[config.mk]
export PLATFORM = sky130hd
export DESIGN_NAME = ntm_element_counter
export DESIGN_NICKNAME = d
export VERILOG_FILES = /design/src/hw/ntm_sinh_pkg.sv /design/src/hw/ntm_element_counter.sv
export SDC_FILE = /design/constraint.sdc
export NUM_CORES = 1
export LEC_CHECK = 0
export ABC_AREA = 1
export BUFFER_PORTS_ARGS = -buffer_cell sky130_fd_sc_hd__buf_2
export CAP_MARGIN = 20
export CORE_AREA = 4 4 41 43
export DETAILED_ROUTE_END_ITERATION = 16
export DIE_AREA = 0 0 45 47
export PLACE_DENSITY = 0.58
export SETUP_SLACK_MARGIN = 0.1
export SLEW_MARGIN = 15
export SYNTH_ARGS = -nofsm -noshare
export SYNTH_HDL_FRONTEND = slang
export SYNTH_SLANG_ARGS = --single-unit
[constraint.sdc]
create_clock -name CLK -period 1 [get_ports CLK]
set_input_delay 0.1 -clock CLK [delete_from_list [all_inputs] [get_ports CLK]]
set_output_delay 0.1 -clock CLK [all_outputs]
set_load 0.02 [all_outputs]
[src/hw/ntm_sinh_pkg.sv]
package ntm_sinh_pkg;

  //////////////////////////////
  // Widths
  //////////////////////////////

  // Q8.8 input element
  localparam int ELEM_W    = 16;
  // Result and modulus
  localparam int RES_W     = 32;
  localparam int IDX_W     = 4;
  // Vector length 1 to 16 needs one more bit than the index
  localparam int SIZE_W    = 5;
  localparam int MAX_ELEMS = 16;
  localparam int FRAC_BITS = 8;

  // APB bus
  localparam int APB_ADDR_W = 8;
  localparam int APB_DATA_W = 32;

  typedef logic [ELEM_W-1:0] elem_t;
  typedef logic [RES_W-1:0]  res_t;
  typedef logic [IDX_W-1:0]  idx_t;
  typedef logic [SIZE_W-1:0] size_t;

  // Taylor denominators, 3! and 5!
  localparam res_t DIV_P3 = 32'd6;
  localparam res_t DIV_P5 = 32'd120;

  //////////////////////////////
  // Register map
  //////////////////////////////

  localparam logic [APB_ADDR_W-1:0] ADDR_CTRL     = 8'h00;
  localparam logic [APB_ADDR_W-1:0] ADDR_STATUS   = 8'h04;
  localparam logic [APB_ADDR_W-1:0] ADDR_SIZE     = 8'h08;
  localparam logic [APB_ADDR_W-1:0] ADDR_MODULO   = 8'h0C;
  // Element windows, one word per entry
  localparam logic [APB_ADDR_W-1:0] ADDR_IN_BASE  = 8'h40;
  localparam logic [APB_ADDR_W-1:0] ADDR_OUT_BASE = 8'h80;

  // Bit positions
  localparam int CTRL_START_BIT  = 0;
  localparam int STATUS_BUSY_BIT = 0;
  localparam int STATUS_DONE_BIT = 1;

  //////////////////////////////
  // Bus and state types
  //////////////////////////////

  typedef struct packed {
    logic                  psel;
    logic                  penable;
    logic                  pwrite;
    logic [APB_ADDR_W-1:0] paddr;
    logic [APB_DATA_W-1:0] pwdata;
  } apb_req_t;

  typedef struct packed {
    logic [APB_DATA_W-1:0] prdata;
    logic                  pready;
    logic                  pslverr;
  } apb_rsp_t;

  // Vector controller
  typedef enum logic [1:0] {
    IDLE,
    LOAD,
    WAIT_SCALAR,
    FINISH
  } vec_state_e;

  // Scalar unit, one product per state
  typedef enum logic [2:0] {
    S_IDLE,
    S_SQ,
    S_CUBE,
    S_FIFTH,
    S_SUM
  } sinh_state_e;

endpackage

[src/hw/ntm_element_counter.sv]
`timescale 1ns/1ps

module ntm_element_counter (
  input  logic                CLK,
  input  logic                RST,
  input  logic                cnt_clear,
  input  logic                cnt_inc,
  input  ntm_sinh_pkg::size_t size,
  output ntm_sinh_pkg::idx_t  index,
  output logic                last
);

  ntm_sinh_pkg::idx_t  index_q;
  ntm_sinh_pkg::size_t size_m1;

  // Clear wins over increment
  always_ff @(posedge CLK or posedge RST) begin
    if (RST) begin
      index_q <= '0;
    end else if (cnt_clear) begin
      index_q <= '0;
    end else if (cnt_inc) begin
      index_q <= index_q + 1'b1;
    end
  end

  // Final element position
  assign size_m1 = size - 1'b1;

  assign index = index_q;
  assign last  = ({1'b0, index_q} == size_m1);

  // Controller never steps past the vector end
  a_index_in_range : assert property (@(posedge CLK) disable iff (RST)
    cnt_inc |=> ({1'b0, index_q} < size));

endmodule

==> summary.md <==
| Metric | Value |
|---|---|
| Sequential area share after synthesis | 0.261 |
| HPWL Detailed | 677 µm |
| CTS clk-pin slew, worst paths | 40 ps |
| Initial Util | 0.294 |
| Critical Path, Cell by Cell | inv_2, nand2_1, nand2_1, nor2_1, nor2_1, nand2_1, nor2_4, buf_6 |
| Internal power | 0.642 mW |
| Post-synth top area cell | dfrtp_1 |
| Crit path largest cell delay | 420 ps |
| Peak VDD IR | 983 µV |
| Rows | 13 |
| Reg2reg setup slack | -50 ps |
| CP max-delay cell | dfrtp_2 |
| First-pass GRT wire length | 1.46 mm |
| Arrival time worst endpoint | 1250 ps |
| Root Buffer | clkbuf_4 |
| Number of DRC markers in iteration 0 | 0 |
| CP Class | flop to output port |
| Reg2Reg Depth | 6 |
| Slew headroom | 0.828 |
| CP delay by family, top | flip-flops |
| Final #Nets | 104 |
| CP Launch Point | index[3]$_DFFE_PP0P_ |
| Final Max Slew Viols | 0 |
| Mapped Cells | 62 |
| F_max | 741 MHz |
| Reg-to-reg startpoint | index[3]$_DFFE_PP0P_ |
| Hold Path Class | input pin to flop |
| Critical Path Fanout Max | 4 |
| Layout area overhead | 78.8% |
| Wirelength, routed | 895 µm |
| Lkg Pwr | 0.364 nW |
| Remaining global-route overflow | 0 |
| Warnings from Yosys | 0 |
| CTS tree | done |
| P_sw | 0.382 mW |
| Total Power | 1.02 mW |
| Buf+Inv Stages, Crit Path | 2 |
| Req. time, crit path | 900 ps |
| Power Density | 1500 nW/µm² |
| I/O pins | 14 |
| Clk_skew | 5.07 ps |
| Endpoints failing setup | 6 |
| Port-buffer cells | 13 |
| Syn Nets | 73 |
| Max-Cap Viols | 0 |
| Clock Power Share | 0.216 |
| Critical R2R Capture | index[3]$_DFFE_PP0P_ |
| Area share of the largest cell type after synthesis | 0.261 |
| N_diodes | 0 |
| Num CTS Buffers | 3 |
| Period minus WS final | 1350 ps |
| Top post-synthesis cells by area | dfrtp_1 (26%), nand2_1 (20%), inv_1 (8.8%), nor2_1 (6.9%), ha_1 (6.5%) |
| Vias per std cell | 4.21 |
| RSZ-0062 raised after global routing | true |
| Sequential power share | 0.227 |
| Die Y | 47 µm |
| Synthesized flop and latch total | 4 |
| Worst-Margin Slew | 257 ps |
| Die area | 2120 µm² |
| Most Frequent Cell on Critical Path | nand2_1 |
| Final WS setup | -349 ps |
| Post-Syn Area | 383 µm² |
| Crit share post-route | 1.35 |
| Latest clock arrival within the worst-skew pair | 240 ps |
| H-tree depth | 1 |
| Final Hold Vio Count | 0 |
| CTS Sinks | 4 |
| Share of layout cells above drive strength 1 | 0.511 |
| Worst Hold End | index[1]$_DFFE_PP0P_ |
| Gp weighted congestion | 0.757 |
| Core area | 1300 µm² |
| CP Capture Type | output port |
| Via count | 450 |
| Failing checks | negative setup slack |
| Post-Syn Area per Cell | 6.18 µm² |
| Setup TNS | -652 ps |
| Largest net degree at the start of global routing | 5 |
| Number of detailed-route iterations in the first pass | 1 |
| CTS max path bufs | 2 |
| Sw Ratio | 0.373 |
| GRT Total Usage | 0.0943 |
| Initial antenna violation count | 0 |
| Status | finished with violations |
| Gate power share | 0.557 |
| Die width | 45 µm |
| Hold depth | 3 |
| Critical path startpoint category | flop |
| Antenna-violating nets left | 0 |
| # DRC | 0 |
| Fillers | 130 |
| Min-delay src | cnt_inc |
| Largest register FFs | 4 |
| Yosys cell types | 16 |
| Vias in the first global route | 396 |
| Routed wire per std cell | 8.36 µm |
worst max-delay path by stage:
stage                     endpoint  slack (ps)  cells after the start
final                         last        -350                      8
after global routing          last        -450                      8
after CTS                     last        -370                      8
after detailed placement      last        -210                      8
after global placement        last        -210                      8
after floorplan               last         -60                      7
synth_stat cells:
| cell | number |
|---|---|
| a21oi_1 | 3 |
| dfrtp_1 | 4 |
| ha_1 | 2 |
| inv_1 | 9 |
| inv_2 | 3 |
| nand2_1 | 20 |
| nand2_2 | 1 |
| nand3_1 | 4 |
| nand3_2 | 2 |
| nand4_1 | 1 |
| nor2_1 | 7 |
| nor2_2 | 2 |
| nor2_4 | 1 |
| o21ai_0 | 1 |
| or2_1 | 1 |
| xnor2_1 | 1 |
power groups by stage:
stage | logic, mW | clock network (mW) | registers [mW]
2_1_floorplan | 0.200 | 0 | 0.283
3_3_place_gp | 0.425 | 0 | 0.230
3_5_place_dp | 0.432 | 0 | 0.228
4_1_cts | 0.581 | 0.229 | 0.233
5_1_grt | 0.630 | 0.239 | 0.238
6_report | 0.570 | 0.221 | 0.233
placed cells by master, fill, tap and decap left out, drive strengths merged, types with 2 or more instances in the layout:
cell,instances
buf,25
nand2,21
inv,12
nor2,10
nand3,6
clkbuf,4
dfrtp,4
a21oi,3
ha,2
stage by stage:
step | instances | utilization | setup WS (ps) | instance area (µm²) | hold WS (ps)
floorplan | 62 | - | -64.0 | 392 | -134
global placement | 100 | 0.423 | -206 | 551 | -12.2
detailed placement | 100 | 0.423 | -213 | 551 | -12.6
CTS | 107 | 0.518 | -370 | 674 | 133
global route | 107 | 0.526 | -445 | 684 | 157
finish | 107 | 0.526 | -349 | 684 | 147
metal layers:
metal	routed length (µm)	share of wire	GRT usage
met3	57	0.064	0.0115
met5	0	0	0
met2	448	0.50	0.167
met4	0	0	0.0702
met1	389	0.43	0.103
kinds of logic after synthesis:
group / share of synthesized area
simple gates: 0.480
compound gates: 0.0523
xor+xnor: 0.0229
buf+inv: 0.118
fa+ha+maj: 0.0653
flops: 0.261
worst reg2reg max path, delay by kind of cell (launching register included):
kind          cells  cell delay, ps
buf+inv           3             350
simple gates      3             210
flops             1             420
cell type report:
cell class	count	area [µm²]	area share
Timing Repair Buffer	26	215	0.314
Inverter	12	45.0	0.0658
Tap cell	15	18.8	0.0274
Clock buffer	4	26.3	0.0384
Sequential cell	4	104	0.152
Multi-Input combinational cell	46	275	0.402
timing repair:
item                       CTS  global route
pin swaps                    3             0
setup endpoints to repair    8             9
hold buffers                 1             0
hold endpoints to repair     4             0
gates resized for setup     21             5
buffers inserted             2             2
Note: power is estimated with default switching activity, not from simulation.
