$ cat config.mk
export PLATFORM = sky130hd
export DESIGN_NAME = ntm_scalar_sinh
export DESIGN_NICKNAME = d
export VERILOG_FILES = /design/src/hw/ntm_sinh_pkg.sv /design/src/hw/ntm_scalar_sinh.sv
export SDC_FILE = /design/constraint.sdc
export NUM_CORES = 2
export LEC_CHECK = 0
export BUFFER_PORTS_ARGS = -buffer_cell sky130_fd_sc_hd__buf_4
export CORE_MARGIN = 3
export CORE_UTILIZATION = 30
export CTS_BUF_LIST = sky130_fd_sc_hd__clkbuf_8
export CTS_CLUSTER_SIZE = 25
export DETAILED_ROUTE_END_ITERATION = 7
export MAX_ROUTING_LAYER = met4
export PLACE_DENSITY_LB_ADDON = 0.25
export SETUP_SLACK_MARGIN = 0.3
export SYNTH_ARGS = -nofsm -noshare
export SYNTH_HDL_FRONTEND = slang
export SYNTH_SLANG_ARGS = --single-unit
$ cat constraint.sdc
create_clock -name CLK -period 140.3 [get_ports CLK]
set_clock_uncertainty 0.15 [all_clocks]
set_input_delay 14.03 -clock CLK [delete_from_list [all_inputs] [get_ports CLK]]
set_output_delay 14.03 -clock CLK [all_outputs]
set_load 0.005 [all_outputs]
$ cat src/hw/ntm_sinh_pkg.sv
package ntm_sinh_pkg;

  //////////////////////////////
  // Widths
  //////////////////////////////

  // Q8.8 input element
  localparam int ELEM_W    = 16;
  // Result and modulus
  localparam int RES_W     = 32;
  localparam int IDX_W     = 4;
  // Vector length 1 to 16 needs one more bit than the index
  localparam int SIZE_W    = 5;
  localparam int MAX_ELEMS = 16;
  localparam int FRAC_BITS = 8;

  // APB bus
  localparam int APB_ADDR_W = 8;
  localparam int APB_DATA_W = 32;

  typedef logic [ELEM_W-1:0] elem_t;
  typedef logic [RES_W-1:0]  res_t;
  typedef logic [IDX_W-1:0]  idx_t;
  typedef logic [SIZE_W-1:0] size_t;

  // Taylor denominators, 3! and 5!
  localparam res_t DIV_P3 = 32'd6;
  localparam res_t DIV_P5 = 32'd120;

  //////////////////////////////
  // Register map
  //////////////////////////////

  localparam logic [APB_ADDR_W-1:0] ADDR_CTRL     = 8'h00;
  localparam logic [APB_ADDR_W-1:0] ADDR_STATUS   = 8'h04;
  localparam logic [APB_ADDR_W-1:0] ADDR_SIZE     = 8'h08;
  localparam logic [APB_ADDR_W-1:0] ADDR_MODULO   = 8'h0C;
  // Element windows, one word per entry
  localparam logic [APB_ADDR_W-1:0] ADDR_IN_BASE  = 8'h40;
  localparam logic [APB_ADDR_W-1:0] ADDR_OUT_BASE = 8'h80;

  // Bit positions
  localparam int CTRL_START_BIT  = 0;
  localparam int STATUS_BUSY_BIT = 0;
  localparam int STATUS_DONE_BIT = 1;

  //////////////////////////////
  // Bus and state types
  //////////////////////////////

  typedef struct packed {
    logic                  psel;
    logic                  penable;
    logic                  pwrite;
    logic [APB_ADDR_W-1:0] paddr;
    logic [APB_DATA_W-1:0] pwdata;
  } apb_req_t;

  typedef struct packed {
    logic [APB_DATA_W-1:0] prdata;
    logic                  pready;
    logic                  pslverr;
  } apb_rsp_t;

  // Vector controller
  typedef enum logic [1:0] {
    IDLE,
    LOAD,
    WAIT_SCALAR,
    FINISH
  } vec_state_e;

  // Scalar unit, one product per state
  typedef enum logic [2:0] {
    S_IDLE,
    S_SQ,
    S_CUBE,
    S_FIFTH,
    S_SUM
  } sinh_state_e;

endpackage

$ cat src/hw/ntm_scalar_sinh.sv
`timescale 1ns/1ps

module ntm_scalar_sinh (
  input  logic                CLK,
  input  logic                RST,
  input  logic                sc_start,
  input  ntm_sinh_pkg::elem_t x,
  input  ntm_sinh_pkg::res_t  modulo,
  output logic                sc_ready,
  output ntm_sinh_pkg::res_t  result
);

  ntm_sinh_pkg::sinh_state_e state_q;

  // Operands captured at launch
  ntm_sinh_pkg::elem_t p1_q;
  ntm_sinh_pkg::res_t  mod_q;

  // Partial powers
  ntm_sinh_pkg::elem_t x2_q;
  ntm_sinh_pkg::res_t  p3_q;
  ntm_sinh_pkg::res_t  p5_q;

  // Shared multiplier
  ntm_sinh_pkg::res_t                                   mul_a;
  ntm_sinh_pkg::elem_t                                  mul_b;
  logic [ntm_sinh_pkg::RES_W+ntm_sinh_pkg::ELEM_W-1:0] product;
  ntm_sinh_pkg::res_t                                   prod_q8;

  ntm_sinh_pkg::res_t sum;

  //////////////////////////////
  // Multiplier operand select
  //////////////////////////////

  always_comb begin
    mul_a = '0;
    mul_b = '0;
    case (state_q)
      // x times x
      ntm_sinh_pkg::S_SQ: begin
        mul_a = ntm_sinh_pkg::res_t'(p1_q);
        mul_b = p1_q;
      end
      // x times x2
      ntm_sinh_pkg::S_CUBE: begin
        mul_a = ntm_sinh_pkg::res_t'(p1_q);
        mul_b = x2_q;
      end
      // x3 times x2
      ntm_sinh_pkg::S_FIFTH: begin
        mul_a = p3_q;
        mul_b = x2_q;
      end
      default: begin
        mul_a = '0;
        mul_b = '0;
      end
    endcase
  end

  assign product = mul_a * mul_b;
  // Back to Q8.8 scale, low 32 bits kept
  assign prod_q8 = ntm_sinh_pkg::res_t'(product >> ntm_sinh_pkg::FRAC_BITS);

  //////////////////////////////
  // Sequencer
  //////////////////////////////

  always_ff @(posedge CLK or posedge RST) begin
    if (RST) begin
      state_q <= ntm_sinh_pkg::S_IDLE;
      p1_q    <= '0;
      mod_q   <= '0;
      x2_q    <= '0;
      p3_q    <= '0;
      p5_q    <= '0;
    end else begin
      case (state_q)
        ntm_sinh_pkg::S_IDLE: begin
          if (sc_start) begin
            p1_q    <= x;
            mod_q   <= modulo;
            state_q <= ntm_sinh_pkg::S_SQ;
          end
        end
        ntm_sinh_pkg::S_SQ: begin
          // x2 is the multiplier's narrow operand, low 16 bits kept
          x2_q    <= ntm_sinh_pkg::elem_t'(prod_q8);
          state_q <= ntm_sinh_pkg::S_CUBE;
        end
        ntm_sinh_pkg::S_CUBE: begin
          p3_q    <= prod_q8;
          state_q <= ntm_sinh_pkg::S_FIFTH;
        end
        ntm_sinh_pkg::S_FIFTH: begin
          p5_q    <= prod_q8;
          state_q <= ntm_sinh_pkg::S_SUM;
        end
        // Result presented for one cycle
        ntm_sinh_pkg::S_SUM: begin
          state_q <= ntm_sinh_pkg::S_IDLE;
        end
        default: begin
          state_q <= ntm_sinh_pkg::S_IDLE;
        end
      endcase
    end
  end

  //////////////////////////////
  // Series sum and reduction
  //////////////////////////////

  // x + x^3/3! + x^5/5!, each term truncated
  assign sum = ntm_sinh_pkg::res_t'(p1_q) + p3_q / ntm_sinh_pkg::DIV_P3 +
               p5_q / ntm_sinh_pkg::DIV_P5;

  // Zero modulus passes the sum through
  assign result = (mod_q == '0) ? sum : (sum % mod_q);

  // Fourth cycle after launch
  assign sc_ready = (state_q == ntm_sinh_pkg::S_SUM);

  // No relaunch while a series is in flight
  a_start_when_idle : assert property (@(posedge CLK) disable iff (RST)
    sc_start |-> (state_q == ntm_sinh_pkg::S_IDLE));

endmodule

==> flow_summary.json <==
{
  "avgSynthCellArea_sq_um": 7.60,
  "yosys.cell_types.count": 124,
  "yosysTopAreaCell": "fa_1",
  "hold_viol_final": 0,
  "synth_commonest_cells": "nand2_1 (760), inv_1 (679), ha_1 (647)",
  "die-area_sq_um": 170000,
  "routed_via_density": 5.28,
  "via_count": 49400,
  "crit_fanout": 12,
  "wl_per_cell_um": 18.7,
  "clk_latency_ns": 0.62,
  "final.setup.worst_slack_ns": 7.48,
  "reg2reg_from": "state_q[0]$_DFFE_PP0P_",
  "cts_root_buffer": "clkbuf_8",
  "grt_pass1_wl_um": 272000,
  "cts.clk_slew.worst_paths_ns": 0.11,
  "final_cells": 9366,
  "nets": 8281,
  "crit_top_cell": "o21a_1",
  "hold_class": "reg2reg",
  "die_h_um": 413,
  "startpoint_type": "flop",
  "yosysSeqAreaShare": 0.0646,
  "setup_viol": 0,
  "grt_util_all_layers": 0.207,
  "whs_endpoint": "x2_q[0]$_DFFE_PP0N_",
  "grt-ovfl-total": 0,
  "io_pins": 84,
  "worstPathArrival_ns": 118.64,
  "synthTopCellsByArea": "fa_1 (17%), ha_1 (16%), dfrtp_1 (6.5%)",
  "status": "complete, no violations",
  "min_period_ns": 132.82,
  "cts_made_buffers": 17,
  "detail-route-antenna-nets": 0,
  "hp-start": "x2_q[0]$_DFFE_PP0N_",
  "cp_slowest_stage_delay_ns": 0.56,
  "initial_core_util": 0.303,
  "grt_max_degree": 71,
  "cts_sinks": 128,
  "tightest_slew_ns": 1.10,
  "syn_area_sq_um": 49600,
  "r2r-end": "p3_q[31]$_DFFE_PP0N_",
  "final_design_area_no_fill_sq_um": 59700,
  "layout-drive-gt1-share": 0.219,
  "hold_ws_ns": 0.350,
  "reg2regPathDepth": 47,
  "synth_top_flop_cell": "dfrtp_1",
  "ys_async_sr_fraction": 1.00,
  "cp_slowest_cell": "or4b_4",
  "clock_tree.buffer_depth": 2,
  "rrSetupSlack_ns": 127.45,
  "rows": 148,
  "antenna_found_initial": 5,
  "yosys.cell_count.top_type": "nand2_1",
  "dpl-instance-area_sq_um": 57800,
  "grt_pass1_vias": 48100,
  "hold_buffers": 0,
  "dr.first_iter.drc_count": 2877,
  "drv_slew": 0,
  "place_ws_ns": -1.81,
  "synth_cells": 6528,
  "port-buffer-count": 83,
  "relSlewSlack": 0.259,
  "cts_max_level": 4,
  "clock.fmax_ghz": 0.00753,
  "path_class": "reg2out",
  "min_path_cells": 2,
  "finalCritPeriodShare": 0.947,
  "yosys_warnings": 0,
  "synth_top_area_share": 0.165,
  "synth-edff-count": 0,
  "hpwlAfterDp_um": 140000,
  "syn_to_final_growth_pct": 20.5,
  "place_congestion": 0.909,
  "drtPass1Iterations": 5,
  "cts_tree": "built",
  "wl_um": 175000,
  "drv_cap": 0,
  "cp_data_required_time_ns": 126.12,
  "cp-end-kind": "primary output",
  "dp.cells": 9283,
  "die_w_um": 413,
  "core-area_sq_um": 164000,
  "synth-seq-cells": 128,
  "drc": 0
}
-- sequential cells by signal (all words and copies together), names as in the netlist --
signal   cells
p1_q        16
x2_q        16
state_q      3
p3_q        32
p5_q        29
mod_q       32
-- layout by cell type (no fill, tap or decap), drive strengths merged, types with 21 or more instances in the layout --
master,Yosys,layout
mux2i,45,45
o31ai,55,55
dfrtp,128,128
and2,52,52
mux2,259,259
xor2,26,26
nor3,390,390
nor3b,21,21
and3,47,47
o211ai,34,34
o21a,396,396
fa,409,409
a21oi,223,223
o21bai,29,29
or3,70,70
a22o,23,23
a22oi,29,29
a31oi,32,32
nand4,29,29
a211oi,29,29
ha,647,647
nand2b,54,54
a21boi,65,65
buf,20,879
nor2b,37,37
o21ai,432,432
xnor2,129,129
or2,54,54
inv,680,690
nand2,761,761
nor2,620,620
nor4,21,21
nand3,93,93
a21o,85,85
-- how the worst max path moves through the flow --
stage,endpoint,cells after the start,start,slack [ns]
2_1_floorplan,result[30],677,p5_q[30]$_DFFE_PP0P_,0.30
3_3_place_gp,result[11],664,p5_q[27]$_DFFE_PP0P_,0.04
3_5_place_dp,result[31],661,p5_q[27]$_DFFE_PP0P_,-1.81
4_1_cts,result[21],666,p5_q[27]$_DFFE_PP0P_,0.32
5_1_grt,result[21],668,p5_q[27]$_DFFE_PP0P_,-0.54
6_report,result[21],662,p5_q[27]$_DFFE_PP0P_,7.48
-- metal layers --
layer	GRT usage	up-vias	share of wire
li1	-	24100	-
met1	0.279	24100	0.47
met2	0.338	985	0.47
met3	0.0140	189	0.036
met4	0.0494	0	0.024
met5	-	-	0
-- critical path: cells and delay by family (launching register included) --
kind / cells / cell delay (ns)
AOI/OAI and AO/OA: 536 / 89.41
buffers and inverters: 22 / 3.04
adders and majority gates: 33 / 9.59
DFF: 1 / 0.46
muxes: 23 / 6.27
xor gates and xnor gates: 1 / 0.09
and+or+nand+nor: 47 / 9.02
-- cells by family after synthesis --
logic type      share of synthesized area
buf+inv                            0.0715
compound gates                      0.224
flops                              0.0646
other cells                     0.0000756
simple gates                        0.215
mux                                0.0685
fa+ha+maj                           0.329
xor+xnor                           0.0278
-- repair_timing --
action                     in CTS  in global routing
gates resized for setup        76                360
setup endpoints to repair      32                 32
setup buffers                   4                 43
pin swaps                       3                110
-- stage by stage --
stage               TNS [ns]   util
floorplan                  0      -
global placement           0  0.353
detailed placement    -50.54  0.353
CTS                        0  0.357
global route          -13.14  0.365
finish                     0  0.365
-- area by class of cell --
class	count	area, sq um
Fill cell	17100	104000
Multi-Input combinational cell	5466	44200
Timing Repair Buffer	879	6660
Sequential cell	128	3210
Tap cell	2175	2720
Inverter	682	2560
Clock buffer	17	234
Clock inverter	15	140
Antenna cell	4	10.0
Power is left out: the tool's default activity adds up to more than one toggle a clock period on the data nets, which glitch-free logic cannot reach.
