$ cat src/hw/ntm_sinh_pkg.sv
package ntm_sinh_pkg;

  //////////////////////////////
  // Widths
  //////////////////////////////

  // Q8.8 input element
  localparam int ELEM_W    = 16;
  // Result and modulus
  localparam int RES_W     = 32;
  localparam int IDX_W     = 4;
  // Vector length 1 to 16 needs one more bit than the index
  localparam int SIZE_W    = 5;
  localparam int MAX_ELEMS = 16;
  localparam int FRAC_BITS = 8;

  // APB bus
  localparam int APB_ADDR_W = 8;
  localparam int APB_DATA_W = 32;

  typedef logic [ELEM_W-1:0] elem_t;
  typedef logic [RES_W-1:0]  res_t;
  typedef logic [IDX_W-1:0]  idx_t;
  typedef logic [SIZE_W-1:0] size_t;

  // Taylor denominators, 3! and 5!
  localparam res_t DIV_P3 = 32'd6;
  localparam res_t DIV_P5 = 32'd120;

  //////////////////////////////
  // Register map
  //////////////////////////////

  localparam logic [APB_ADDR_W-1:0] ADDR_CTRL     = 8'h00;
  localparam logic [APB_ADDR_W-1:0] ADDR_STATUS   = 8'h04;
  localparam logic [APB_ADDR_W-1:0] ADDR_SIZE     = 8'h08;
  localparam logic [APB_ADDR_W-1:0] ADDR_MODULO   = 8'h0C;
  // Element windows, one word per entry
  localparam logic [APB_ADDR_W-1:0] ADDR_IN_BASE  = 8'h40;
  localparam logic [APB_ADDR_W-1:0] ADDR_OUT_BASE = 8'h80;

  // Bit positions
  localparam int CTRL_START_BIT  = 0;
  localparam int STATUS_BUSY_BIT = 0;
  localparam int STATUS_DONE_BIT = 1;

  //////////////////////////////
  // Bus and state types
  //////////////////////////////

  typedef struct packed {
    logic                  psel;
    logic                  penable;
    logic                  pwrite;
    logic [APB_ADDR_W-1:0] paddr;
    logic [APB_DATA_W-1:0] pwdata;
  } apb_req_t;

  typedef struct packed {
    logic [APB_DATA_W-1:0] prdata;
    logic                  pready;
    logic                  pslverr;
  } apb_rsp_t;

  // Vector controller
  typedef enum logic [1:0] {
    IDLE,
    LOAD,
    WAIT_SCALAR,
    FINISH
  } vec_state_e;

  // Scalar unit, one product per state
  typedef enum logic [2:0] {
    S_IDLE,
    S_SQ,
    S_CUBE,
    S_FIFTH,
    S_SUM
  } sinh_state_e;

endpackage

$ cat src/hw/ntm_apb_regs.sv
`timescale 1ns/1ps

module ntm_apb_regs (
  input  logic                   CLK,
  input  logic                   RST,
  input  ntm_sinh_pkg::apb_req_t apb_req,
  output ntm_sinh_pkg::apb_rsp_t apb_rsp,
  input  logic                   busy,
  input  logic                   done_set,
  input  ntm_sinh_pkg::idx_t     index,
  input  logic                   res_we,
  input  ntm_sinh_pkg::res_t     result,
  output logic                   start_pulse,
  output ntm_sinh_pkg::size_t    size,
  output ntm_sinh_pkg::res_t     modulo,
  output ntm_sinh_pkg::elem_t    elem
);

  // Configuration and sticky status
  ntm_sinh_pkg::size_t size_q;
  ntm_sinh_pkg::res_t  modulo_q;
  logic                done_q;

  // Element buffers
  ntm_sinh_pkg::elem_t in_buf  [ntm_sinh_pkg::MAX_ELEMS];
  ntm_sinh_pkg::res_t  out_buf [ntm_sinh_pkg::MAX_ELEMS];

  // Decoded access
  logic               wr;
  logic               is_ctrl;
  logic               is_status;
  logic               is_size;
  logic               is_mod;
  logic               is_in;
  logic               is_out;
  logic               bad_size;
  logic               wr_err;
  logic               wr_ok;
  ntm_sinh_pkg::idx_t a_idx;

  //////////////////////////////
  // Address decode
  //////////////////////////////

  // Access phase of a write
  assign wr = apb_req.psel & apb_req.penable & apb_req.pwrite;

  assign is_ctrl   = (apb_req.paddr == ntm_sinh_pkg::ADDR_CTRL);
  assign is_status = (apb_req.paddr == ntm_sinh_pkg::ADDR_STATUS);
  assign is_size   = (apb_req.paddr == ntm_sinh_pkg::ADDR_SIZE);
  assign is_mod    = (apb_req.paddr == ntm_sinh_pkg::ADDR_MODULO);

  // Windows matched on the bits above the word index
  assign is_in  = (apb_req.paddr[ntm_sinh_pkg::APB_ADDR_W-1:ntm_sinh_pkg::IDX_W+2] ==
                   ntm_sinh_pkg::ADDR_IN_BASE[ntm_sinh_pkg::APB_ADDR_W-1:ntm_sinh_pkg::IDX_W+2]);
  assign is_out = (apb_req.paddr[ntm_sinh_pkg::APB_ADDR_W-1:ntm_sinh_pkg::IDX_W+2] ==
                   ntm_sinh_pkg::ADDR_OUT_BASE[ntm_sinh_pkg::APB_ADDR_W-1:ntm_sinh_pkg::IDX_W+2]);

  // Word index inside a window
  assign a_idx = apb_req.paddr[ntm_sinh_pkg::IDX_W+1:2];

  // Length must be 1 to MAX_ELEMS
  assign bad_size = is_size && ((apb_req.pwdata == '0) ||
                                (apb_req.pwdata > ntm_sinh_pkg::MAX_ELEMS));

  // Config writes locked out during a run
  assign wr_err = wr && ((busy && (is_ctrl || is_size || is_mod || is_in)) || bad_size);
  assign wr_ok  = wr && !wr_err;

  assign start_pulse = wr_ok && is_ctrl && apb_req.pwdata[ntm_sinh_pkg::CTRL_START_BIT];

  //////////////////////////////
  // Registers and buffers
  //////////////////////////////

  always_ff @(posedge CLK or posedge RST) begin
    if (RST) begin
      size_q   <= '0;
      modulo_q <= '0;
      done_q   <= 1'b0;
      for (int i = 0; i < ntm_sinh_pkg::MAX_ELEMS; i++) begin
        in_buf[i]  <= '0;
        out_buf[i] <= '0;
      end
    end else begin
      if (wr_ok && is_size) begin
        size_q <= apb_req.pwdata[ntm_sinh_pkg::SIZE_W-1:0];
      end
      if (wr_ok && is_mod) begin
        modulo_q <= apb_req.pwdata;
      end
      if (wr_ok && is_in) begin
        in_buf[a_idx] <= apb_req.pwdata[ntm_sinh_pkg::ELEM_W-1:0];
      end
      // Result write-back from the vector controller
      if (res_we) begin
        out_buf[index] <= result;
      end
      // Done stays up until the next start
      if (start_pulse) begin
        done_q <= 1'b0;
      end else if (done_set) begin
        done_q <= 1'b1;
      end
    end
  end

  // Read mux, out window is read only
  always_comb begin
    apb_rsp.prdata = '0;
    // No wait states
    apb_rsp.pready  = 1'b1;
    apb_rsp.pslverr = wr_err;
    if (is_status) begin
      apb_rsp.prdata[ntm_sinh_pkg::STATUS_BUSY_BIT] = busy;
      apb_rsp.prdata[ntm_sinh_pkg::STATUS_DONE_BIT] = done_q;
    end else if (is_size) begin
      apb_rsp.prdata = ntm_sinh_pkg::res_t'(size_q);
    end else if (is_mod) begin
      apb_rsp.prdata = modulo_q;
    end else if (is_in) begin
      apb_rsp.prdata = ntm_sinh_pkg::res_t'(in_buf[a_idx]);
    end else if (is_out) begin
      apb_rsp.prdata = out_buf[a_idx];
    end
  end

  assign size   = size_q;
  assign modulo = modulo_q;
  // Current element for the scalar unit
  assign elem   = in_buf[index];

  // Write-back only happens inside a run
  a_res_we_busy : assert property (@(posedge CLK) disable iff (RST) res_we |-> busy);

endmodule

$ cat config.mk
export PLATFORM = sky130hd
export DESIGN_NAME = ntm_apb_regs
export DESIGN_NICKNAME = d
export VERILOG_FILES = /design/src/hw/ntm_sinh_pkg.sv /design/src/hw/ntm_apb_regs.sv
export SDC_FILE = /design/constraint.sdc
export NUM_CORES = 2
export LEC_CHECK = 0
export ABC_AREA = 1
export BUFFER_PORTS_ARGS = -buffer_cell sky130_fd_sc_hd__buf_2
export CELL_PAD_IN_SITES_DETAIL_PLACEMENT = 0
export CELL_PAD_IN_SITES_GLOBAL_PLACEMENT = 1
export CORE_MARGIN = 2
export CORE_UTILIZATION = 30
export DETAILED_ROUTE_END_ITERATION = 12
export PLACE_DENSITY = 0.54
export RECOVER_POWER = 25
export SLEW_MARGIN = 0
export SYNTH_ARGS = -nofsm -noshare
export SYNTH_HDL_FRONTEND = slang
export SYNTH_SLANG_ARGS = --single-unit
$ cat constraint.sdc
create_clock -name CLK -period 54.3 [get_ports CLK]
set_input_delay 2.715 -clock CLK [delete_from_list [all_inputs] [get_ports CLK]]
set_output_delay 2.715 -clock CLK [all_outputs]
set_load 0.03 [all_outputs]
==> run metrics <==
status finished with violations; failing checks capacitance limit, slew limit; routability cong. 0.832; final WL 173000 um; DR pass1 iterations 7; ys async rst share 100%; Net Sw Frac 30.1%; NetSw 0.000511 W; pre-CTS worst setup slack 44.39 ns; worst hold stages 2; hold buffers post-CTS 0; detailed placer's ending HPWL 103000 um; R2R cell count 2; count of final setup violators 0; pin count of the biggest net entering global routing 166; clock power share 40.6%; static leakage 20.5 nW; Area Overhead vs Synth 13.5%; CP peak stage delay 5.41 ns; Fmax 79.6 MHz; antenna-violating nets left 0; Root Buffer clkbuf_16; via count 35100; # DRC 0; Synth area leaders dfrtp_1 51%, nand2_1 11%, o21ai_0 5.2%; Post-synth top flop dfrtp_1; most used cell, CP buf_4; Post-synth EDFFs 0; Pins Over Slew Limit 597; Worst Path Arrival 13.32 ns; initial drt markers 3354; first-pass GRT wire length 254000 um; post-CTS setup buffers 0; PnR worst setup slack 41.73 ns; Nets 4920; sequential area share after synthesis 50.6%; Cell Area, Synth 39800 um2; max-cap violations 10; H-tree levels 3; Slew @ Worst Pin 7.50 ns; Core Footprint 132000 um2; CTS clk-pin slew, worst paths 0.06 ns; critical path class in -> async; post-layout util 34.4%; share of cells above drive strength 1 9.69%; min Tclk post-route 12.57 ns; Row Count 133; Setup TNS Final 0 ns; period utilization 23.1%; Synthesis Warnings 0; vias in the first global route 34400; Avg Synthesized Cell Area 8.15 um2; vias per cell 5.26; Max-slew headroom -400%; Crit. End Element async pin; Mapped Nets 4973; worst r2r src out_buf[376]; reg-to-reg slack, setup 53.43 ns; Hold Startpoint out_buf[236]; count leader, synth nand2_1; CP cell instances buf_2 > clkinvlp_2 > clkbuf_1 > buf_4 > buf_4; die area 136000 um2; Critical Path RT 55.06 ns; number of synthesized register bits 806; Slowest-stage cell, CP clkbuf_1; Synth Instances 4889; RSZ-0062 raised after global routing no; Setup Skew 0 ns; total power 0.00170 W; clk_lat worst skew 0.73 ns; endpoints failing hold 0; CTS Buffer Depth 3; GRT overflow 0; Worst setup SP type input port; Hold Crit Class reg -> reg; Die W 368 um; initial antenna violation count 15; Num CTS Buffers 101; GRT Overall Usage 25.3%; Crit Reg-Reg Endpoint out_buf[376]; clk sink count 806; hold_ws 0.482 ns; Synth top cells by count 1165 x nand2_1, 806 x dfrtp_1, 412 x o21ai_0; PortBufs 170; multi-input logic area 16400 um2; Endpoint, Worst Hold out_buf[236]; post-cts resize count 0; Peak VDD IR 22.8 uV; Comb pwr share 15.2%; initial core utilization 30.3%; Die Y 368 um; Cell variety after synth 36; TritonCTS clock tree yes; P_int 0.00119 W; Synth area leader dfrtp_1; top cell type's share of synthesized area 50.6%; CP top delay family buffers and inverters; Bufs and invs on worst path 5; total of fill cells in the finished design 13900; CP max FO 127; pwr/cell area 37.5 nW/um2; Wirelength per Cell 26.0 um; sequential power share 44.3%; register cell area after layout 20200 um2; IO Count 172
## worst register-to-register path: stages, from the launching register on
cell     delay (ns)
dfrtp_1        0.40
nand2_1        0.07
o21ai_0        0.13
## per-stage QoR
| step | std cells | cell area, um2 |
|---|---|---|
| floorplan | 4889 | 39800 |
| global placement | 6488 | 41900 |
| detailed placement | 6488 | 41900 |
| CTS | 6665 | 45300 |
| global route | 6665 | 45200 |
| finish | 6667 | 45200 |
## state kept, by name, indices dropped and copies added, names as in the netlist
register	cells
out_buf	512
in_buf	256
done_q	1
modulo	32
size	5
## placed cells by master (no fill, tap or decap), types with 168 or more instances in the layout
cell type  synthesis  routed
a21oi_1          280     280
dfrtp_1          806     806
a22oi_1          254     254
nor2_1           304     294
nand2_1         1165    1156
buf_2            103     168
nand3_1          285     285
inv_1            404     403
o21ai_0          412     412
o21bai_1         258     258
## layout make-up
type | instances | area share (%)
clock inverters | 21 | 0.659
clock buffers | 156 | 6.76
repair buffers | 250 | 3.22
well taps | 1755 | 4.86
inverters | 424 | 3.53
multi-input cells | 3253 | 36.4
flip-flops and latches | 806 | 44.6
diodes | 2 | 0.0111
## metal layers
metal,global-route usage [%],share of wire [%],vias to the layer above
li1,-,-,16200
met5,0,0.044,-
met2,40.4,46,1088
met1,35.7,45,17600
met4,7.50,3.1,12
met3,3.52,5.4,241
## power groups by stage
stage / clock [W] / combinational [W] / sequential [W]
finish: 0.000688 / 0.000257 / 0.000752
global route: 0.000728 / 0.000290 / 0.000763
CTS: 0.000705 / 0.000260 / 0.000750
detailed placement: 0 / 0.000259 / 0.000760
global placement: 0 / 0.000255 / 0.000761
floorplan: 0 / 0.000176 / 0.000750
## worst max path at each step
stage,startpoint,endpoint,cells past startpoint
2_1_floorplan,RST,done_q,1
3_3_place_gp,apb_req[34],apb_rsp[17],12
3_5_place_dp,apb_req[34],apb_rsp[17],12
4_1_cts,apb_req[34],apb_rsp[17],12
5_1_grt,RST,in_buf[104],5
6_report,RST,in_buf[104],5
## kinds of logic after synthesis
kind of cell,Yosys count,synth area share [%]
AO/OA/AOI/OAI,1349,21.0
buffers and inverters,830,8.50
flip-flops,806,50.6
other,1,0.00941
AND/OR/NAND/NOR,1903,19.9
(Power assumes the default switching activity.)
