$ cat src/hw/ntm_sinh_pkg.sv
package ntm_sinh_pkg;

  //////////////////////////////
  // Widths
  //////////////////////////////

  // Q8.8 input element
  localparam int ELEM_W    = 16;
  // Result and modulus
  localparam int RES_W     = 32;
  localparam int IDX_W     = 4;
  // Vector length 1 to 16 needs one more bit than the index
  localparam int SIZE_W    = 5;
  localparam int MAX_ELEMS = 16;
  localparam int FRAC_BITS = 8;

  // APB bus
  localparam int APB_ADDR_W = 8;
  localparam int APB_DATA_W = 32;

  typedef logic [ELEM_W-1:0] elem_t;
  typedef logic [RES_W-1:0]  res_t;
  typedef logic [IDX_W-1:0]  idx_t;
  typedef logic [SIZE_W-1:0] size_t;

  // Taylor denominators, 3! and 5!
  localparam res_t DIV_P3 = 32'd6;
  localparam res_t DIV_P5 = 32'd120;

  //////////////////////////////
  // Register map
  //////////////////////////////

  localparam logic [APB_ADDR_W-1:0] ADDR_CTRL     = 8'h00;
  localparam logic [APB_ADDR_W-1:0] ADDR_STATUS   = 8'h04;
  localparam logic [APB_ADDR_W-1:0] ADDR_SIZE     = 8'h08;
  localparam logic [APB_ADDR_W-1:0] ADDR_MODULO   = 8'h0C;
  // Element windows, one word per entry
  localparam logic [APB_ADDR_W-1:0] ADDR_IN_BASE  = 8'h40;
  localparam logic [APB_ADDR_W-1:0] ADDR_OUT_BASE = 8'h80;

  // Bit positions
  localparam int CTRL_START_BIT  = 0;
  localparam int STATUS_BUSY_BIT = 0;
  localparam int STATUS_DONE_BIT = 1;

  //////////////////////////////
  // Bus and state types
  //////////////////////////////

  typedef struct packed {
    logic                  psel;
    logic                  penable;
    logic                  pwrite;
    logic [APB_ADDR_W-1:0] paddr;
    logic [APB_DATA_W-1:0] pwdata;
  } apb_req_t;

  typedef struct packed {
    logic [APB_DATA_W-1:0] prdata;
    logic                  pready;
    logic                  pslverr;
  } apb_rsp_t;

  // Vector controller
  typedef enum logic [1:0] {
    IDLE,
    LOAD,
    WAIT_SCALAR,
    FINISH
  } vec_state_e;

  // Scalar unit, one product per state
  typedef enum logic [2:0] {
    S_IDLE,
    S_SQ,
    S_CUBE,
    S_FIFTH,
    S_SUM
  } sinh_state_e;

endpackage

$ cat src/hw/ntm_vector_sinh_fsm.sv
`timescale 1ns/1ps

module ntm_vector_sinh_fsm (
  input  logic CLK,
  input  logic RST,
  input  logic start_pulse,
  input  logic sc_ready,
  input  logic last,
  output logic busy,
  output logic done_set,
  output logic cnt_clear,
  output logic cnt_inc,
  output logic sc_start,
  output logic res_we
);

  ntm_sinh_pkg::vec_state_e state_q;
  ntm_sinh_pkg::vec_state_e state_d;

  // Registered launch pulse
  logic sc_start_q;

  //////////////////////////////
  // Next state
  //////////////////////////////

  always_comb begin
    state_d = state_q;
    case (state_q)
      ntm_sinh_pkg::IDLE: begin
        // Wait for software start
        if (start_pulse) begin
          state_d = ntm_sinh_pkg::LOAD;
        end
      end
      ntm_sinh_pkg::LOAD: begin
        // Launch is registered, lands in the first wait cycle
        state_d = ntm_sinh_pkg::WAIT_SCALAR;
      end
      ntm_sinh_pkg::WAIT_SCALAR: begin
        if (sc_ready) begin
          // Last element ends the run
          if (last) begin
            state_d = ntm_sinh_pkg::FINISH;
          end else begin
            state_d = ntm_sinh_pkg::LOAD;
          end
        end
      end
      ntm_sinh_pkg::FINISH: begin
        state_d = ntm_sinh_pkg::IDLE;
      end
      default: begin
        state_d = ntm_sinh_pkg::IDLE;
      end
    endcase
  end

  //////////////////////////////
  // State and launch registers
  //////////////////////////////

  always_ff @(posedge CLK or posedge RST) begin
    if (RST) begin
      state_q    <= ntm_sinh_pkg::IDLE;
      sc_start_q <= 1'b0;
    end else begin
      state_q    <= state_d;
      // One pulse per LOAD visit
      sc_start_q <= (state_q == ntm_sinh_pkg::LOAD);
    end
  end

  // Status towards the register block
  assign busy     = (state_q != ntm_sinh_pkg::IDLE);
  assign done_set = (state_q == ntm_sinh_pkg::FINISH);

  // Counter control
  assign cnt_clear = (state_q == ntm_sinh_pkg::IDLE) && start_pulse;
  assign res_we    = (state_q == ntm_sinh_pkg::WAIT_SCALAR) && sc_ready;
  // Index held on the last element
  assign cnt_inc   = res_we && !last;

  assign sc_start = sc_start_q;

  // Scalar completion only while waiting for it
  a_ready_in_wait : assert property (@(posedge CLK) disable iff (RST)
    sc_ready |-> (state_q == ntm_sinh_pkg::WAIT_SCALAR));

endmodule

$ cat config.mk
export PLATFORM = sky130hd
export DESIGN_NAME = ntm_vector_sinh_fsm
export DESIGN_NICKNAME = d
export VERILOG_FILES = /design/src/hw/ntm_sinh_pkg.sv /design/src/hw/ntm_vector_sinh_fsm.sv
export SDC_FILE = /design/constraint.sdc
export NUM_CORES = 1
export LEC_CHECK = 0
export ABC_AREA = 1
export BUFFER_PORTS_ARGS = -buffer_cell sky130_fd_sc_hd__buf_2
export CAP_MARGIN = 30
export CELL_PAD_IN_SITES_DETAIL_PLACEMENT = 1
export CELL_PAD_IN_SITES_GLOBAL_PLACEMENT = 2
export CORE_AREA = 4 4 41 43
export CTS_CLUSTER_SIZE = 10
export DETAILED_ROUTE_END_ITERATION = 8
export DIE_AREA = 0 0 45 47
export PLACE_DENSITY = 0.63
export SETUP_SLACK_MARGIN = 0.02
export SLEW_MARGIN = 0
export SYNTH_ARGS = -nofsm -noshare
export SYNTH_HDL_FRONTEND = slang
export SYNTH_SLANG_ARGS = --single-unit
export TNS_END_PERCENT = 10
$ cat constraint.sdc
create_clock -name CLK -period 1.1 [get_ports CLK]
set_clock_uncertainty 0.1 [all_clocks]
set_input_delay 0 -clock CLK [delete_from_list [all_inputs] [get_ports CLK]]
set_output_delay 0 -clock CLK [all_outputs]
set_load 0.005 [all_outputs]
==> summary.md, run 1 <==
| Metric | Value |
|---|---|
| Post-Syn Nets | `27` |
| Multi-input logic area | `53.8 um2` |
| I/O Pins | `11` |
| Initial antenna violation count | `0` |
| Crit path max fanout | `4` |
| Height of the chip | `47 um` |
| PwrDens | `between 2000 and 2500 mW/mm2` |
| Post-synthesis cell type count | `7` |
| Most frequent cells in the layout | `buf_2 (10), inv_1 (6), nand2_1 (6)` |
| Synth warnings | `0` |
| Commonest non-fill, non-tap cell in the layout | `buf_2` |
| Root Buffer | `clkbuf_4` |
| Mapped Cells | `22` |
| H-tree level count | `1` |
| Layout Utilization | `0.250` |
| Worst-Skew Late Latency | `roughly 230 ps` |
| Max_cap viols | `0` |
| Final min period | `~1100 ps` |
| Leakage | `slightly above 0.0002 uW` |
| Final Setup Violations | `0` |
| Total track usage | `0.0680` |
| Worst Max-Slew Pin Slew | `117 ps` |
| CTS tree | `built` |
| Final hold vios | `0` |
| First-pass GRT wire length | `about 930 um` |
| Fin worst setup slack | `between 2 and 2.5 ps` |
| Post-DP HPWL | `331 um` |
| Startpoint class of the critical path | `register` |
| Vias in the first global route | `245` |
| Die Area | `around 0.0021 mm2` |
| Status | `finished, final reports clean` |
| RSZ-0062 raised after global routing | `yes` |
| TritonCTS buffer count | `3` |
| Worst-path clk slew | `about 40 ps` |
| Horiz. Die Dim | `between 40 and 50 um` |
| Sequential element share of the synthesized area | `0.496` |
| Iter 0 DRT Violations | `0` |
| Clock Path Buffers | `2` |
| CP endpoint kind | `output pin` |
| Clock Sinks | `3` |
| Core Rows | `13` |
| Area Overhead vs Synth | `115%` |
| Class of the worst hold path | `primary input to asynchronous set/reset pin` |
| Post-route DRC | `0` |
| Antenna Cells | `0` |
| Relative slew slack | `0.922` |
| Synth Cell Area | `around 150 um2` |
| Global route overflow | `0` |
| Layout cell share with drive strength beyond 1 | `0.523` |
| Post-Route WL | `a little under 500 um` |
| Crit path DAT | `1000 ps` |
| Worst vdd ir | `0.783 mV` |
| Layout fillers | `roughly 170` |
| FF+latch area | `~76 um2` |
| Fmax | `a little over 900 MHz` |
| Crit Path Class | `register to output pin` |
| RD Place Congestion | `roughly 0.6` |
| Setup WS pre-CTS | `~180 ps` |
| Worst Hold Slack | `approximately 76 ps` |
| Slew Viols, Final | `0` |
| DR WL/cell | `8.20 um` |
| Pre-Repair DR Iteration Count | `1` |
| Setup TNS | `0 ps` |
| Core area | `about 0.0013 mm2` |
| Nets | `50` |
| #FFs+latches synth | `3` |
| Pin count of the biggest net entering global routing | `5` |
| Via Count | `197` |
| Starting density of the core | `0.116` |
| Period utilization | `0.998` |
| Vias per cell | `between 3 and 4` |
| Synthesized area per cell | `between 6 and 7 um2` |
| Final antenna-violating net count | `0` |
| IO buf count | `10` |
| Critical Path RT | `1000 ps` |
[logic make-up (layout without fill, tap and decap cells)]
kind of cell           count (synthesis)  in the layout  synth area share
flip-flops                             3              3             0.496
AND/OR/NAND/NOR                       11             11             0.306
buffers and inverters                  8             30             0.198
[flip-flops by register name, summed over array words and instances, names as in the netlist]
signal and cells:
state_q 2, sc_start 1
[worst max-delay path, stage by stage, from the launching register on]
cell and delay [ps]:
dfrtp_2 430, inv_2 70, nand3_1 90, inv_1 70, buf_2 100
[metrics by stage]
step / instance area (um2) / cells / power [uW]
2_1_floorplan: 151 / 22 / 340
3_3_place_gp: 220 / 47 / 464
3_5_place_dp: 220 / 47 / 460
4_1_cts: 323 / 59 / 797
5_1_grt: 325 / 59 / 869
6_report: 325 / 59 / 777
[synth_stat cells, drive strengths merged]
| cell | count | area (um2) |
|---|---|---|
| dfrtp | 3 | 75.1 |
| nand3 | 2 | 10.0 |
| inv | 8 | 30.0 |
| nand2 | 6 | 22.5 |
| nor2 | 3 | 13.8 |
[path summary, 6_finish.rpt]
check | start | to | slack, ps | depth (start not counted)
max | state_q[1] | cnt_clear | 2 | 4
min | RST | sc_start | 80 | 3
max reg2reg | state_q[1] | state_q[1] | 170 | 5
min reg2reg | state_q[1] | sc_start | 400 | 1
max in group asynchronous | RST | state_q[1] | 680 | 3
min in group CLK | state_q[1] | sc_start | 400 | 1
[layout make-up]
class	instances	area share
multi-input combinational	11	0.165
clock buffer	4	0.0808
timing repair buffer	18	0.369
inverter	8	0.0923
tap	15	0.0577
sequential	3	0.235
[power breakdown]
part	leakage (uW)	switching, uW	internal [uW]
Sequential	0.0000369	44.7	168
Combinational	0.000156	168	203
Clock	0.0000150	57.3	136
Total	0.000208	270	507
[repair_timing]
action / 4_1_cts / 5_1_grt
endpoints found under the hold margin: 5 / 0
setup endpoints to repair: 3 / 5
resized for setup: 3 / 1
hold buffers: 4 / 0
buffers inserted: 4 / 0
[per-layer routing]
metal  GRT usage  share of wire  vias to the layer above
li1            -              -                      105
met4      0.0702              0                        0
met1      0.0639           0.43                       81
met2      0.0904           0.42                       11
met3      0.0536           0.15                        0
met5           0              0                        -
(Power assumes the default switching activity.)
==> run 2: changes to the inputs <==
ABC_AREA = default   (was 1)
BUFFER_PORTS_ARGS = -buffer_cell sky130_fd_sc_hd__buf_4   (was -buffer_cell sky130_fd_sc_hd__buf_2)
PLACE_DENSITY = 0.6   (was 0.63)
==> run 2 against run 1 <==
Compared with the run above: sequential power fell by 8%; largest cell class unchanged; largest power group unchanged; sequential share of layout area fell by 1.4 points; power fell by 3.2%; setup slack got worse by 84 ps; clock-buffer cell count did not move; register-to-register slack got worse by 90 ps; cell count fell by 12%; area after synthesis rose by 7.4%; utilization rose by 1.6 points; fmax fell by 7.1%; the flow now finishes with violations (hold timing, setup timing).
==> summary.md, run 2 <==
| Metric | Value |
|---|---|
| Status | `finished with violations` |
| Failing checks | `hold timing, setup timing` |
| Ys async rst share | `1.00` |
| Synthesized area per cell | `about 9.6 um2` |
| Iter 0 DRT Violations | `0` |
| Top reg by flops | `state_q` |
| Synth cell count leaders | `dfrtp_1 (3), inv_1 (3), nor2_1 (2), nor2b_1 (2)` |
| Yosys top cell area share | `0.462` |
| Total track usage | `0.0569` |
| Post-route DRC | `0` |
| Crit path max-delay family | `flip-flops` |
| Setup TNS | `-179 ps` |
| RD Place Congestion | `roughly 0.63` |
| Commonest non-fill, non-tap cell in the layout | `buf_4` |
| I/O Pins | `11` |
| Crit path DAT | `approximately 1100 ps` |
| Clock Sinks | `3` |
| Top_reg_cell synth | `dfrtp_1` |
| Period utilization | `1.07` |
| TritonCTS buffer count | `3` |
| Area contributors post-synth | `dfrtp_1 (46%), nor2b_1 (7.7%), inv_1 (6.9%), mux2i_1 (6.2%), nor3_2 (6.2%)` |
| Final min period | `1180 ps` |
| Worst vdd ir | `~0.54 mV` |
| CTS tree | `built` |
| Layout fillers | `159` |
| Core area | `around 0.0013 mm2` |
| Setup WS pre-CTS | `between 100 and 150 ps` |
| DR WL/cell | `8.69 um` |
| Synth Cell Area | `163 um2` |
| Setup slack, reg-to-reg | `about 80 ps` |
| Leakage | `about 0.00018 uW` |
| Critical Path, Cell by Cell | `or2_4, nor2_2, buf_4` |
| Initial antenna violation count | `0` |
| CP endpoint kind | `output pin` |
| IO buf count | `10` |
| Synth warnings | `0` |
| Horiz. Die Dim | `~45 um` |
| Crit Path Class | `register to output pin` |
| Worst-path clk slew | `~40 ps` |
| Final Setup Violations | `4` |
| Post-Route WL | `~450 um` |
| Fmax | `about 850 MHz` |
| Core Rows | `13` |
| Slowest-stage cell, CP | `dfrtp_2` |
| Final antenna-violating net count | `0` |
| Pre-Repair DR Iteration Count | `1` |
| Relative slew slack | `0.898` |
| Height of the chip | `between 40 and 50 um` |
| Startpoint class of the critical path | `register` |
| Max reg flops | `2` |
| Worst-Skew Late Latency | `230 ps` |
| Mapped Cells | `17` |
| Clock Path Buffers | `2` |
| Post-synthesis cell type count | `11` |
| Global route overflow | `0` |
| Max_cap viols | `0` |
| Max incr delay on CP | `roughly 410 ps` |
| Post-DP HPWL | `329 um` |
| Class of the worst hold path | `primary input to register` |
| Starting density of the core | `0.125` |
| Multi-input logic area | `between 80 and 90 um2` |
| #FFs+latches synth | `3` |
| Worst path buffer plus inverter count | `1` |
| Vias in the first global route | `214` |
| Area Overhead vs Synth | `113%` |
| Final hold vios | `1` |
| RSZ-0062 raised after global routing | `yes` |
| Critical Path RT | `1000 ps` |
| Worst R2R Path Depth | `3` |
| Hold Crit Depth | `3` |
| Antenna Cells | `0` |
| Root Buffer | `clkbuf_4` |
| Slew Viols, Final | `0` |
| Vias per cell | `~3.6` |
| Pin count of the biggest net entering global routing | `6` |
| EDFF count, synth | `0` |
| Most frequent cells in the layout | `buf_4 (12), dlygate4sd3_1 (4), inv_1 (3), clkbuf_4 (3)` |
| Yosys top cell by area | `dfrtp_1` |
| Post-Syn Nets | `22` |
| Die Area | `0.00212 mm2` |
| Via Count | `roughly 190` |
| Worst Hold Slack | `-13.0 ps` |
| Worst R2R Start | `state_q[1]` |
| Fin worst setup slack | `-81.9 ps` |
| Worst Max-Slew Pin Slew | `~150 ps` |
| First-pass GRT wire length | `approximately 770 um` |
| Hold EP | `state_q[1]` |
| Layout cell share with drive strength beyond 1 | `0.568` |
| Crit path max fanout | `4` |
| PwrDens | `approximately 2200 mW/mm2` |
| R2r endpoint | `state_q[1]` |
| Sequential element share of the synthesized area | `0.462` |
| Nets | `43` |
| H-tree level count | `1` |
| FF+latch area | `76.3 um2` |
| Hold path startpoint | `sc_ready` |
-- run 2: changes by cell type after synthesis, sizes merged --
cell / before / now
nor3: 0 / 1
nand3: 2 / 0
or2: 0 / 1
mux2i: 0 / 1
nor2b: 0 / 2
nand2: 6 / 0
inv: 8 / 3
nand2b: 0 / 1
and2: 0 / 1
o21bai: 0 / 1
-- run 2: kinds of logic (layout without fill, tap and decap cells) --
logic type,count (synthesis),count (layout),synth area share
AO/OA/AOI/OAI,1,1,0.0462
buffers and inverters,3,23,0.0692
flip-flops,3,3,0.462
multiplexers,1,1,0.0615
AND/OR/NAND/NOR,9,9,0.362
-- run 2: worst max path at each step --
stage | cells past startpoint | from | endpoint | slack (ps)
2_1_floorplan | 2 | state_q[0] | state_q[1] | 230
3_3_place_gp | 3 | state_q[1] | cnt_clear | 140
3_5_place_dp | 3 | state_q[1] | cnt_clear | 140
4_1_cts | 3 | state_q[0] | cnt_inc | -90
5_1_grt | 3 | state_q[0] | cnt_clear | -130
6_report | 3 | state_q[1] | cnt_clear | -80
-- run 2: routing by layer --
metal  global-route usage  share of wire  vias up
li1                     -              -       91
met1               0.0387           0.33       82
met2               0.0932           0.55        9
met3               0.0268          0.066        3
met4               0.0877          0.046        0
met5                    0              0        -
-- run 2: area by class of cell --
type	count	area share
inverter	3	0.0325
timing repair buffer	16	0.375
clock buffer	4	0.0758
sequential	3	0.220
tap	15	0.0542
multi-input combinational	11	0.242
-- run 2: power by group --
part	internal (uW)	switching [uW]	leakage (uW)
Sequential	161	36.9	0.0000367
Combinational	235	125	0.000127
Clock	136	58.6	0.0000150
Total	531	221	0.000178
-- run 2: worst min-delay path, cell delays in order --
cell,delay [ps]
buf_4,90
nor2b_1,120
o21bai_1,80
-- run 2: what timing repair did --
action	4_1_cts	5_1_grt
endpoints found under the hold margin	5	1
pin swaps	1	1
setup endpoints to repair	4	5
hold buffers	3	1
setup buffers	1	1
cloned	0	0
gates resized for setup	0	2
-- run 2: per-stage QoR --
step / power (uW) / std cells / utilization / cell area, um2 / hold slack, ps
2_1_floorplan: 329 / 17 / - / 163 / -346
3_3_place_gp: 472 / 42 / 0.197 / 256 / -228
3_5_place_dp: 471 / 42 / 0.197 / 256 / -221
4_1_cts: 705 / 50 / 0.246 / 320 / -59.3
5_1_grt: 811 / 52 / 0.266 / 347 / 21.8
6_report: 752 / 52 / 0.266 / 347 / -13.0
==> run 3: changes to the inputs <==
BUFFER_PORTS_ARGS = default   (was -buffer_cell sky130_fd_sc_hd__buf_4)
DONT_BUFFER_PORTS = 1   (was default)
PLACE_DENSITY = 0.47   (was 0.6)
==> run 3 against run 2 <==
Compared with the run above: the run ends with setup timing left; power shrank 8.7%; sequential power grew 10%; combinational power shrank 24%; sequential share of layout area grew 3.7 points; die area is the same; global-route usage grew 0.16 points; clock-buffer cell count is the same; fmax grew 6.3%; critical path type unchanged; critical endpoint unchanged; largest cell class is now multi-input gates.
==> summary.md, run 3 (synthesis results as in run 2) <==
| Metric | Value |
|---|---|
| Status | `finished with violations` |
| Failing checks | `setup timing` |
| Pin count of the biggest net entering global routing | `6` |
| Crit path max-delay family | `flip-flops` |
| CP endpoint kind | `output pin` |
| IO buf count | `0` |
| Clock Sinks | `3` |
| Layout cell share with drive strength beyond 1 | `0.393` |
| FF+latch area | `76.3 um2` |
| Setup TNS | `-12.0 ps` |
| RD Place Congestion | `~0.6` |
| Horiz. Die Dim | `between 40 and 50 um` |
| Initial antenna violation count | `0` |
| Final antenna-violating net count | `0` |
| Crit path max fanout | `4` |
| Relative slew slack | `0.910` |
| Class of the worst hold path | `primary input to output pin` |
| Post-Layout Cell Count | `43` |
| Final design area excluding fillers | `297 um2` |
| Fmax | `~900 MHz` |
| Max reg flops | `2` |
| First-pass GRT wire length | `~770 um` |
| Worst path buffer plus inverter count | `0` |
| Core Rows | `13` |
| Layout fillers | `about 170` |
| Crit Path Class | `register to output pin` |
| Most frequent cells in the layout | `dlygate4sd3_1 (5), inv_1 (3), clkbuf_4 (3)` |
| Nets | `34` |
| Via Count | `160` |
| Pre-Repair DR Iteration Count | `1` |
| Leakage | `approximately 0.00014 uW` |
| Clock Path Buffers | `2` |
| Startpoint class of the critical path | `register` |
| Setup WS pre-CTS | `178 ps` |
| Critical Path, Cell by Cell | `or2_4, nor2_4` |
| RSZ-0062 raised after global routing | `yes` |
| Die Area | `~0.0021 mm2` |
| Total track usage | `0.0585` |
| H-tree level count | `1` |
| I/O Pins | `11` |
| Worst-Skew Late Latency | `around 230 ps` |
| Final Setup Violations | `1` |
| Iter 0 DRT Violations | `0` |
| Root Buffer | `clkbuf_4` |
| Commonest non-fill, non-tap cell in the layout | `dlygate4sd3_1` |
| PwrDens | `~2300 mW/mm2` |
| Vias in the first global route | `between 150 and 200` |
| TritonCTS buffer count | `3` |
| Multi-input logic area | `around 95 um2` |
| Starting density of the core | `0.125` |
| Max incr delay on CP | `~430 ps` |
| Post-DP HPWL | `approximately 310 um` |
| Placed Cells | `32` |
| Worst-path clk slew | `~40 ps` |
| CTS tree | `built` |
| Post-Route WL | `~470 um` |
| Max_cap viols | `0` |
| Vias per cell | `3.72` |
| Slew Viols, Final | `0` |
| Global route overflow | `0` |
| Area Overhead vs Synth | `82.3%` |
| Worst Hold Slack | `13.0 ps` |
| Fin worst setup slack | `-12.0 ps` |
| Crit path DAT | `between 1000 and 1500 ps` |
| Dpl cell area | `between 150 and 200 um2` |
| DR WL/cell | `10.9 um` |
| Period utilization | `1.01` |
| Worst vdd ir | `0.487 mV` |
| Critical Path RT | `1000 ps` |
| Post-route DRC | `0` |
| Setup slack, reg-to-reg | `about 60 ps` |
| Final min period | `approximately 1100 ps` |
| Slowest-stage cell, CP | `dfrtp_2` |
| Core area | `0.00130 mm2` |
| Worst Max-Slew Pin Slew | `between 100 and 150 ps` |
| Top reg by flops | `state_q` |
| Antenna Cells | `0` |
| Final hold vios | `0` |
| Height of the chip | `47 um` |
==> run 3: cell types whose count changed in the layout (fill, tap and decap cells not counted) <==
| cell | before | now |
|---|---|---|
| nor3_4 | 0 | 1 |
| buf_6 | 0 | 1 |
| buf_4 | 12 | 1 |
| dlygate4sd3_1 | 4 | 5 |
| nor2_2 | 1 | 0 |
| nor3_2 | 1 | 0 |
| nor2_4 | 0 | 1 |
==> run 3: power by group <==
group	internal (uW)	switching [uW]
logic	164	112
clock network	136	57.9
registers	161	56.7
total	460	226
==> run 3: area by class of cell <==
class / instances / share of cell area
Clock buffer: 4 / 0.0886
Inverter: 3 / 0.0380
Multi-Input combinational cell: 11 / 0.321
Sequential cell: 3 / 0.257
Tap cell: 15 / 0.0633
Timing Repair Buffer: 7 / 0.232
==> run 3: path summary, 6_finish.rpt <==
kind	end	from	depth (start not counted)
worst max-delay path	cnt_clear	state_q[1]	2
worst min-delay path	cnt_clear	start_pulse	2
worst max register to register	state_q[1]	state_q[1]	3
worst min register to register	state_q[0]	state_q[0]	1
max in group asynchronous	state_q[1]	RST	3
min in group asynchronous	state_q[0]	RST	3
==> run 3: worst register-to-register path: stages (launching register included) <==
cell and delay (ps):
dfrtp_2 430, buf_4 140, nor2b_1 150, o21bai_1 130
==> run 3: repair_timing <==
action | CTS | global route
hold buffers | 5 | 0
endpoints found under the setup margin | 3 | 4
resized for setup | 1 | 4
pin swaps | 0 | 1
setup buffers | 2 | 0
endpoints found under the hold margin | 6 | 0
==> run 3: stage by stage <==
| step | total power [uW] | util |
|---|---|---|
| 2_1_floorplan | 329 | - |
| 3_3_place_gp | 362 | 0.139 |
| 3_5_place_dp | 366 | 0.139 |
| 4_1_cts | 653 | 0.213 |
| 5_1_grt | 731 | 0.228 |
| 6_report | 687 | 0.228 |
==> run 3: per-layer routing <==
layer	routed length [um]	global-route usage	up-vias	part of all wire
met5	0	0	-	0
met4	22	0.105	0	0.047
met3	45	0.0115	2	0.096
met2	223	0.0847	10	0.48
met1	175	0.0524	75	0.37
li1	-	-	73	-
